### src/source/pi_cfg.svh
`ifndef PI_CFG_SVH
`define PI_CFG_SVH

// width of absolute simulated time in ticks
`define PI_TIME_W 32

// width of one emulation step
`define PI_DT_W 16

// delay code and jitter mask widths
`define PI_CODE_W 9
`define PI_JIT_W 7

// ticks added per unit of the delay code
`define PI_STEP_TICKS 4

// intrinsic delay of the interpolator with code 0
`define PI_BASE_TICKS 20

// pending output edges that can be in flight
`define PI_QUEUE_DEPTH 8

// start value of the jitter LFSR
`define PI_JITTER_SEED 16'hb55c

`endif
### src/source/pi_time_pkg.sv
`include "pi_cfg.svh"

package pi_time_pkg;

    // simulated time since reset, in ticks
    typedef logic [`PI_TIME_W-1:0] abs_time_t;

    // size of one emulation step, in ticks
    typedef logic [`PI_DT_W-1:0] step_t;

endpackage

### src/source/pi_ctl_pkg.sv
`include "pi_cfg.svh"

package pi_ctl_pkg;

    // delay code as given by the CDR loop
    typedef logic [`PI_CODE_W-1:0] code_t;

    // mask applied to the LFSR jitter bits
    typedef logic [`PI_JIT_W-1:0] jit_amp_t;

    // input clock transition, stamped at the end of its step
    typedef struct packed {
        logic                   level;
        pi_time_pkg::abs_time_t stamp;
    } in_edge_t;

    // output transition waiting for its due time
    typedef struct packed {
        logic                   level;
        pi_time_pkg::abs_time_t due;
    } pend_edge_t;

endpackage

### src/source/phase_interpolator.sv
`timescale 1ns/1ps

module phase_interpolator (
    input  logic                 emu_clk,
    input  logic                 reset,
    input  pi_time_pkg::step_t   emu_dt,
    input  logic                 clk_in,
    input  logic                 ctl_valid,
    input  pi_ctl_pkg::code_t    ctl,
    input  pi_ctl_pkg::jit_amp_t jitter_amp,
    output logic                 clk_out_slice,
    output pi_time_pkg::step_t   dt_req,
    output logic                 overflow
);
    import pi_time_pkg::*;
    import pi_ctl_pkg::*;

    abs_time_t now;
    abs_time_t delay;
    in_edge_t  in_edge;
    logic      in_edge_valid;
    logic      take;

    // simulated time and input edge stamps
    edge_timebase edge_timebase_i (
        .emu_clk       (emu_clk),
        .reset         (reset),
        .emu_dt        (emu_dt),
        .clk_in        (clk_in),
        .now           (now),
        .in_edge_valid (in_edge_valid),
        .in_edge       (in_edge)
    );

    delay_gen delay_gen_i (
        .emu_clk    (emu_clk),
        .reset      (reset),
        .ctl_valid  (ctl_valid),
        .ctl        (ctl),
        .jitter_amp (jitter_amp),
        .take       (take),
        .delay      (delay)
    );

    // pending edges, output level and step request
    edge_scheduler edge_scheduler_i (
        .emu_clk       (emu_clk),
        .reset         (reset),
        .now           (now),
        .in_edge_valid (in_edge_valid),
        .in_edge       (in_edge),
        .delay         (delay),
        .take          (take),
        .clk_out_slice (clk_out_slice),
        .dt_req        (dt_req),
        .overflow      (overflow)
    );

endmodule

### src/source/edge_scheduler.sv
`timescale 1ns/1ps
`include "pi_cfg.svh"

module edge_scheduler (
    input  logic                   emu_clk,
    input  logic                   reset,
    input  pi_time_pkg::abs_time_t now,
    input  logic                   in_edge_valid,
    input  pi_ctl_pkg::in_edge_t   in_edge,
    input  pi_time_pkg::abs_time_t delay,
    output logic                   take,
    output logic                   clk_out_slice,
    output pi_time_pkg::step_t     dt_req,
    output logic                   overflow
);
    import pi_time_pkg::*;
    import pi_ctl_pkg::*;

    // largest step the time manager may take with nothing pending
    localparam step_t dt_req_max = '1;

    abs_time_t  last_due;
    abs_time_t  due_raw;
    abs_time_t  due;
    abs_time_t  head_wait;
    pend_edge_t new_edge;
    pend_edge_t head;
    logic       fifo_empty;
    logic       fifo_full;
    logic       pop;

    // never schedule ahead of the previously accepted edge
    assign due_raw        = in_edge.stamp + delay;
    assign due            = (due_raw < last_due) ? last_due : due_raw;
    assign new_edge.level = in_edge.level;
    assign new_edge.due   = due;

    // every incoming edge consumes one jitter value
    assign take = in_edge_valid;

    assign pop = !fifo_empty && (head.due <= now);

    edge_fifo #(
        .payload_t (pend_edge_t),
        .depth     (`PI_QUEUE_DEPTH)
    ) edge_fifo_i (
        .emu_clk   (emu_clk),
        .reset     (reset),
        .push      (in_edge_valid),
        .push_data (new_edge),
        .pop       (pop),
        .head      (head),
        .empty     (fifo_empty),
        .full      (fifo_full)
    );

    always_ff @(posedge emu_clk) begin
        if (reset) begin
            last_due      <= '0;
            clk_out_slice <= 1'b0;
            overflow      <= 1'b0;
        end else begin
            if (in_edge_valid && !fifo_full) begin
                last_due <= due;
            end
            if (pop) begin
                clk_out_slice <= head.level;
            end
            // sticky, a dropped edge means the output is wrong from here on
            if (in_edge_valid && fifo_full) begin
                overflow <= 1'b1;
            end
        end
    end

    // step request stops exactly on the head due time
    assign head_wait = head.due - now;

    always_comb begin
        if (fifo_empty) begin
            dt_req = dt_req_max;
        end else if (head.due <= now) begin
            dt_req = step_t'(1);
        end else if (head_wait > abs_time_t'(dt_req_max)) begin
            dt_req = dt_req_max;
        end else begin
            dt_req = step_t'(head_wait);
        end
    end

endmodule

### src/source/edge_fifo.sv
`timescale 1ns/1ps
`include "pi_cfg.svh"

module edge_fifo #(
    parameter type payload_t = pi_ctl_pkg::pend_edge_t,
    parameter int  depth     = `PI_QUEUE_DEPTH
) (
    input  logic     emu_clk,
    input  logic     reset,
    input  logic     push,
    input  payload_t push_data,
    input  logic     pop,
    output payload_t head,
    output logic     empty,
    output logic     full
);
    localparam int ptr_w = (depth > 1) ? $clog2(depth) : 1;
    localparam int cnt_w = $clog2(depth + 1);

    payload_t           mem [depth];
    logic [ptr_w-1:0]   wr_ptr;
    logic [ptr_w-1:0]   rd_ptr;
    logic [cnt_w-1:0]   count;
    logic               do_push;
    logic               do_pop;

    // a push into a full buffer is dropped, a pop on empty is ignored
    assign do_push = push && !full;
    assign do_pop  = pop && !empty;

    assign empty = (count == '0);
    assign full  = (count == cnt_w'(depth));
    assign head  = mem[rd_ptr];

    always_ff @(posedge emu_clk) begin
        if (reset) begin
            wr_ptr <= '0;
            rd_ptr <= '0;
            count  <= '0;
        end else begin
            if (do_push) begin
                wr_ptr <= (wr_ptr == ptr_w'(depth - 1)) ? '0 : wr_ptr + 1'b1;
            end
            if (do_pop) begin
                rd_ptr <= (rd_ptr == ptr_w'(depth - 1)) ? '0 : rd_ptr + 1'b1;
            end
            count <= count + cnt_w'(do_push) - cnt_w'(do_pop);
        end
    end

    always_ff @(posedge emu_clk) begin
        if (do_push) begin
            mem[wr_ptr] <= push_data;
        end
    end

endmodule

### src/source/delay_gen.sv
`timescale 1ns/1ps
`include "pi_cfg.svh"

module delay_gen #(
    parameter logic [15:0] jitter_seed = `PI_JITTER_SEED
) (
    input  logic                   emu_clk,
    input  logic                   reset,
    input  logic                   ctl_valid,
    input  pi_ctl_pkg::code_t      ctl,
    input  pi_ctl_pkg::jit_amp_t   jitter_amp,
    input  logic                   take,
    output pi_time_pkg::abs_time_t delay
);
    import pi_time_pkg::*;
    import pi_ctl_pkg::*;

    // taps of x^16+x^14+x^13+x^11+1 for a right shifting Galois LFSR
    localparam logic [15:0] lfsr_taps = 16'hb400;

    code_t       code_q;
    logic [15:0] lfsr;
    jit_amp_t    jitter;

    always_ff @(posedge emu_clk) begin
        if (reset) begin
            code_q <= '0;
        end else if (ctl_valid) begin
            code_q <= ctl;
        end
    end

    // one step per consumed edge so each edge sees its own jitter
    always_ff @(posedge emu_clk) begin
        if (reset) begin
            lfsr <= jitter_seed;
        end else if (take) begin
            lfsr <= {1'b0, lfsr[15:1]} ^ (lfsr[0] ? lfsr_taps : 16'h0000);
        end
    end

    assign jitter = lfsr[`PI_JIT_W-1:0] & jitter_amp;

    // base + code * step + masked jitter
    assign delay = abs_time_t'(`PI_BASE_TICKS)
                 + abs_time_t'(code_q) * abs_time_t'(`PI_STEP_TICKS)
                 + abs_time_t'(jitter);

endmodule

### src/source/edge_timebase.sv
`timescale 1ns/1ps

module edge_timebase (
    input  logic                  emu_clk,
    input  logic                  reset,
    input  pi_time_pkg::step_t    emu_dt,
    input  logic                  clk_in,
    output pi_time_pkg::abs_time_t now,
    output logic                  in_edge_valid,
    output pi_ctl_pkg::in_edge_t  in_edge
);
    import pi_time_pkg::*;
    import pi_ctl_pkg::*;

    // level of clk_in seen at the end of the previous step
    logic      clk_prev;
    abs_time_t step_end;

    // time reached once the current step is taken
    assign step_end = now + abs_time_t'(emu_dt);

    always_ff @(posedge emu_clk) begin
        if (reset) begin
            now           <= '0;
            clk_prev      <= 1'b0;
            in_edge_valid <= 1'b0;
        end else begin
            now           <= step_end;
            clk_prev      <= clk_in;
            in_edge_valid <= (clk_in != clk_prev);
        end
    end

    // edge record, only meaningful while in_edge_valid is high
    always_ff @(posedge emu_clk) begin
        in_edge.level <= clk_in;
        in_edge.stamp <= step_end;
    end

endmodule

### config.mk
export PLATFORM = sky130hd
export DESIGN_NAME = phase_interpolator
export DESIGN_NICKNAME = d
export VERILOG_FILES = /design/src/source/pi_time_pkg.sv /design/src/source/pi_ctl_pkg.sv /design/src/source/phase_interpolator.sv /design/src/source/edge_scheduler.sv /design/src/source/edge_fifo.sv /design/src/source/delay_gen.sv /design/src/source/edge_timebase.sv
export VERILOG_INCLUDE_DIRS = /design/src /design/src/source
export SDC_FILE = /design/constraint.sdc
export NUM_CORES = 1
export LEC_CHECK = 0
export BUFFER_PORTS_ARGS = -buffer_cell sky130_fd_sc_hd__buf_2
export CORE_AREA = 2 2 228 230
export DETAILED_ROUTE_END_ITERATION = 8
export DIE_AREA = 0 0 230 232
export GPL_ROUTABILITY_DRIVEN = 0
export HOLD_SLACK_MARGIN = 0.15
export PLACE_DENSITY = 0.66
export SYNTH_ARGS = -nofsm -noshare
export SYNTH_HDL_FRONTEND = slang
export SYNTH_SLANG_ARGS = --single-unit
### constraint.sdc
create_clock -name emu_clk -period 6.04 [get_ports emu_clk]
set_clock_uncertainty 0.05 [all_clocks]
set_input_delay 0.302 -clock emu_clk [delete_from_list [all_inputs] [get_ports emu_clk]]
set_output_delay 0.302 -clock emu_clk [all_outputs]
set_load 0.01 [all_outputs]
### Word-level counts from Yosys, hierarchy flattened

Memory sizes are Yosys's and may differ from the RTL's. A register that Yosys moved wholly into a read port is not among the register bits.
Index checks and enable logic that the tools add are counted.

* bits in writable memories: 264
* memories kept: 1
* logic and storage cells: 50
* bits in registers: 136

* bitwise gates (word level): 2
* muxes and demuxes: 11
* $add $sub $neg: 9
* reduce and logical (&&, ||, !) cells: 7
* $lt $le $gt $ge: 3
* equality and inequality tests: 4

Memory list
* edge_scheduler_i.edge_fifo_i.mem: words 8, bits a word 33, read ports 1, clocked after memory_dff 1, write ports 1, line edge_fifo.sv:20 `payload_t mem [depth];`

Operator list (number)
* 16-bit two-way mux: 4
* 32-bit by 16-bit adder with 32-bit output: 1
* 32-bit adder: 1
* 32-bit by 7-bit adder with 32-bit output: 1
* 32-bit by 16-bit > comparator with 1-bit output, second input constant: 1
* 32-bit less-or-equal comparator: 1
* 32-bit < comparator: 1
* 32-bit two-way mux: 1
* 32-bit subtractor: 1
* 15-bit by 16-bit XOR with 16-bit output: 1
* 5-bit by 11-bit adder with 12-bit output, first input constant: 1
* 3-bit two-way mux: 4
* 7-bit AND: 1
* 3-bit by 1-bit adder with 3-bit output, second input constant: 2
* 3-bit equality test, second input constant: 2
* 4-bit by 1-bit adder with 4-bit output: 1
* 4-bit equality test, second input constant: 1
* 1-bit logical AND: 4
* 4-bit logical NOT: 1
* 4-bit by 1-bit subtractor with 4-bit output: 1
* 1-bit logical NOT: 2
* 1-bit two-way mux: 2
* 1-bit != test: 1

### Longest topological paths before layout

* depth after elaboration: 6
* depth in mapped cells: 25

### Modules after synthesis

From an unflattened synthesis, not the netlist that was laid out.

* cells, all modules: 1794
* area total of the unflattened synthesis: 21323.0 µm²

By module, submodules not included
* edge_fifo: seq. area each 8187.9 µm², cells an instance 460, times used 1, area an instance 10621.4 µm²
* edge_scheduler: seq. area each 680.7 µm², cells an instance 839, times used 1, area an instance 5977.0 µm²
* edge_timebase: seq. area each 1341.3 µm², cells an instance 340, times used 1, area an instance 3238.1 µm²
* delay_gen: seq. area each 500.5 µm², cells an instance 155, times used 1, area an instance 1486.4 µm²

### Worst setup path before layout

OpenSTA, ideal clock, no wires.

* kind: flip-flop to flip-flop
* from: register with a tool-made name
* to: register edge_scheduler_i.edge_fifo_i.count[2]
* arrival time: 5.292 ns
* setup time: 0.128 ns
* path buffers: 3
* data required time: 5.862 ns
* cell stages (with the launch flop): 23
* path slack: 0.571 ns
* cell sequence: dfxtp_1 buf_1 buf_1 mux4_2 mux2i_1 ha_1 inv_1 fa_1 a211o_1 o21a_1 a21boi_1 a211oi_1 nor4_2 o21ai_1 a21oi_1 buf_2 ha_1 inv_1 ha_1 inv_1 fa_1 xor2_1 nor2_1

RTL lines
* end signal, assigned: line edge_fifo.sv:47 `count <= count + cnt_w'(do_push) - cnt_w'(do_pop);`
* end, declared: line edge_fifo.sv:23 `logic [cnt_w-1:0] count;`

### Worst setup path after layout

* from: register delay_gen_i.code_q[0]
* to: memory edge_scheduler_i.edge_fifo_i.mem[1][17] (netlist name), data pin

* cells in the longest elaborated chain, start to end: 5

RTL lines
* start, declared: line delay_gen.sv:21 `code_t code_q;`
* start signal, assigned: line delay_gen.sv:29 `code_q <= ctl;`
* 5-bit by 11-bit adder with 12-bit output (*): line delay_gen.sv:45 `` assign delay = abs_time_t'(`PI_BASE_TICKS) ``
* 32-bit by 7-bit adder with 32-bit output (*): line delay_gen.sv:45
* 32-bit adder (*): line edge_scheduler.sv:33 `assign due_raw = in_edge.stamp + delay;`
* 32-bit < comparator: line edge_scheduler.sv:34 `assign due = (due_raw < last_due) ? last_due : due_raw;`
* 32-bit two-way mux (*): line edge_scheduler.sv:34
* via edge_scheduler_i.due[17]: line edge_scheduler.sv:24 `abs_time_t due;`
* end, declared: line edge_fifo.sv:20

Mark *: on every way through the listed nets, which the timed path passes. The rest lies on a longest branch.

==> impl_results.md <==
* Initial Utilization at 39.6%
* Unrepaired setup endpoints after global routing: false
* Pre-antenna DRT Iters at 5
* Setup violations, final at 0
* Synth Register Bits at 403
* Outcome: completed
* Final period util at 94.0%
* Max transition margin at 46.5%
* MaxCap Viol Count at 0
* Via-per-instance ratio at approximately 5.4
* Critical Path Fanout Max at 15
* Final Hold Vio Count at 0
* Crit path arrival time at 5910 ps
* Max clock buf depth at 3
* Syn Inst Count at 1,601
* H-tree Lvls at 2
* Root buf cell: clkbuf_16
* Non-filler cells, final at 2,415
* Max VDD drop at 0.314 mV
* Kind of critical path: reg -> reg
* CTS tree: yes
* Layout cell share with drive strength beyond 1 at between 15 and 20%
* Cell Pwr Density at 534 nW/µm²
* Port-buffer cells at 53
* Post-synth EDFFs at about 260
* Synth top area cells: edfxtp_1, dfxtp_1, mux4_2, ha_1, mux2_2
* Pin count of the biggest net entering global routing at 70
* Total congestion overflow at 0
* Fin nets at 1,854
* Clk sinks at 403
* Avg WL per Cell at just under 20 µm
* Worst Path Required at between 6000 and 7000 ps
* Placed Cells at around 2,300
* Max-slew violations at 0
* Yosys top cell by area: edfxtp_1
* Setup_tns at 0 ps
* First-pass GRT wire length at 74.4 mm
* Leakage at 0.00845 µW
* Worst-margin pin slew at 802 ps
* Most common cell after layout, fill and taps aside: edfxtp_1
* Area Overhead vs Synth at 15.1%
* Worst Setup End Kind: register
* Detail Placement HPWL at about 33 mm
* DR vias at 13,100
* Die X-Extent at roughly 230 µm
* Ys flop type: edfxtp_1
* Drt drc at 0
* Post-synthesis sequential area ratio at 53.1%
* Antenna Cells at 0
* Gr usage total at 17.9%
* Routed Antenna Nets at 0
* Async set-or-reset flop fraction in the synthesized netlist at 0%
* Number of buffers created by CTS at 43
* Commonest cells after routing, fill and taps aside: edfxtp_1, dfxtp_1, nor2_1
* Post-Syn Area at 20,200 µm²
* Number of global-route vias before repair at approximately 13,000
* Post-Syn Area per Cell at 12.6 µm²
* Total Wirelength at 47.8 mm
* Layout Utilization at 45.6%
* Chip height at between 200 and 250 µm
* Post-layout min period at 5680 ps
* I/O pins at between 50 and 60
* Count of different cell masters after synthesis at 81
* Full die area at roughly 53,000 µm²
* Core area at between 50,000 and 60,000 µm²
* Yosys warning count at 0
* Hold slack at 173 ps
* Achievable Freq at 176 MHz
* Initial antenna violation count at 0
* Worst-path clk slew at 60 ps
* CP startpoint kind: register
* Drt first-iter violations at approximately 900
* Syn_nets at 1,755
* Clock Latency Late Sink at between 500 and 600 ps
* Hold Crit Class: in -> reg
* Std-Cell Rows at 83
* Top-area cell type share of the netlist area at between 30 and 40%
state kept, by name, summed over array words and instances, names as in the netlist, named ones only:
signal	count
edge_scheduler_i.edge_fifo_i.mem	264
edge_timebase_i.in_edge	33
edge_scheduler_i.last_due	32
edge_timebase_i.now	32
delay_gen_i.lfsr	16
delay_gen_i.code_q	9
edge_scheduler_i.edge_fifo_i.count	4
edge_scheduler_i.edge_fifo_i.rd_ptr	3
edge_scheduler_i.edge_fifo_i.wr_ptr	3
edge_scheduler_i.clk_out_slice	1
edge_scheduler_i.overflow	1
edge_timebase_i.clk_prev	1
edge_timebase_i.in_edge_valid	1
per-layer routing:
layer / global-route usage (%) / wire (µm) / vias to the layer above / part of all wire, %
met5: 0 / 0 / - / 0
met4: 4.44 / 862 / 0 / 1.8
met3: 2.59 / 2490 / 55 / 5.2
met2: 29.8 / 22700 / 351 / 47
met1: 24.7 / 21800 / 6505 / 46
li1: - / - / 6159 / -
worst paths after layout:
| path | slack [ps] | cells after the start | endpoint | from |
|---|---|---|---|---|
| max | 360 | 22 | edge_scheduler_i.edge_fifo_i.mem[1][17] | delay_gen_i.code_q[0] |
| min | 170 | 3 | delay_gen_i.code_q[6] | ctl_valid |
| max reg2reg | 360 | 22 | edge_scheduler_i.edge_fifo_i.mem[1][17] | delay_gen_i.code_q[0] |
| min reg2reg | 420 | 1 | delay_gen_i.lfsr[8] | delay_gen_i.lfsr[9] |
kinds of logic (layout without fill, tap and decap cells):
logic type,after synthesis,in the layout,synth area share (%)
flip-flops,403,403,53.1
AND/OR/NAND/NOR,383,383,9.47
AO/OA/AOI/OAI,267,267,9.49
multiplexers,177,177,13.2
buffers and inverters,167,301,3.28
adder cells (fa/ha/maj),118,118,7.66
XOR/XNOR,86,86,3.74
layout make-up:
cell class	instances	area, µm²
inverters	104	390
multi-input cells	1031	8880
fillers	4576	27700
clock inverters	18	236
flip-flops and latches	403	10700
well taps	680	851
repair buffers	117	881
clock buffers	62	1250
report_power, final:
part | leakage [µW] | total [µW] | internal [µW] | switching (µW)
logic | 0.00415 | 5850 | 2360 | 3490
clock network | 0.000736 | 2750 | 1670 | 1080
registers | 0.00356 | 3810 | 3610 | 196
total | 0.00845 | 12400 | 7630 | 4770
synthesized netlist by cell type (3+ instances only):
cell type,n
nand2b_1,9
clkbuf_1,31
o2111ai_1,10
nor4_1,7
nand4_1,28
o31a_1,4
a21o_1,29
a31oi_1,11
or3_1,8
nand2_1,68
nand3_1,16
mux2i_1,54
mux2_2,57
o31ai_1,4
a21boi_0,8
and2_1,16
o21ai_1,15
a211oi_1,16
fa_1,9
xnor2_1,63
buf_1,16
buf_2,13
and3_1,21
and4_1,4
dfxtp_1,139
o21a_1,9
xor2_1,23
or2_2,3
a211o_1,9
nor3_1,19
edfxtp_1,264
a41oi_2,9
a21oi_1,57
ha_1,109
a21oi_2,3
nor2b_1,36
o21ai_0,42
inv_1,104
o211ai_1,6
a41oi_1,6
mux4_2,66
nor2_1,131
stage by stage:
| stage | setup WS [ps] | area, µm² | total power [µW] |
|---|---|---|---|
| 2_1_floorplan | 571 | 20200 | 7880 |
| 3_3_place_gp | 308 | 21400 | 9430 |
| 3_5_place_dp | 194 | 21400 | 9520 |
| 4_1_cts | 155 | 23100 | 12300 |
| 5_1_grt | 0.798 | 23200 | 13100 |
| 6_report | 364 | 23200 | 12400 |
what timing repair did:
| item | 4_1_cts | 5_1_grt |
|---|---|---|
| resized for setup | 0 | 15 |
| hold buffers | 23 | 0 |
| endpoints found under the setup margin | 0 | 98 |
| setup buffers | 0 | 6 |
| hold endpoints to repair | 27 | 0 |
critical path, cell delays in order (launching register included):
cell and delay [ps]:
dfxtp_1 330, ha_1 250, o21ai_0 200, xor2_1 120, fa_1 510, inv_1 40
ha_1 230, or3_1 370, o21ai_0 80, inv_1 80, o211a_1 150, o31a_1 430
o2111ai_1 290, xnor2_1 210, ha_1 300, a21o_1 160, a21o_1 170, a211oi_1 220
o21ai_0 120, a21oi_1 290, nand3_2 150, buf_4 250, mux2_2 400
Note: power is estimated with default switching activity, not from simulation.
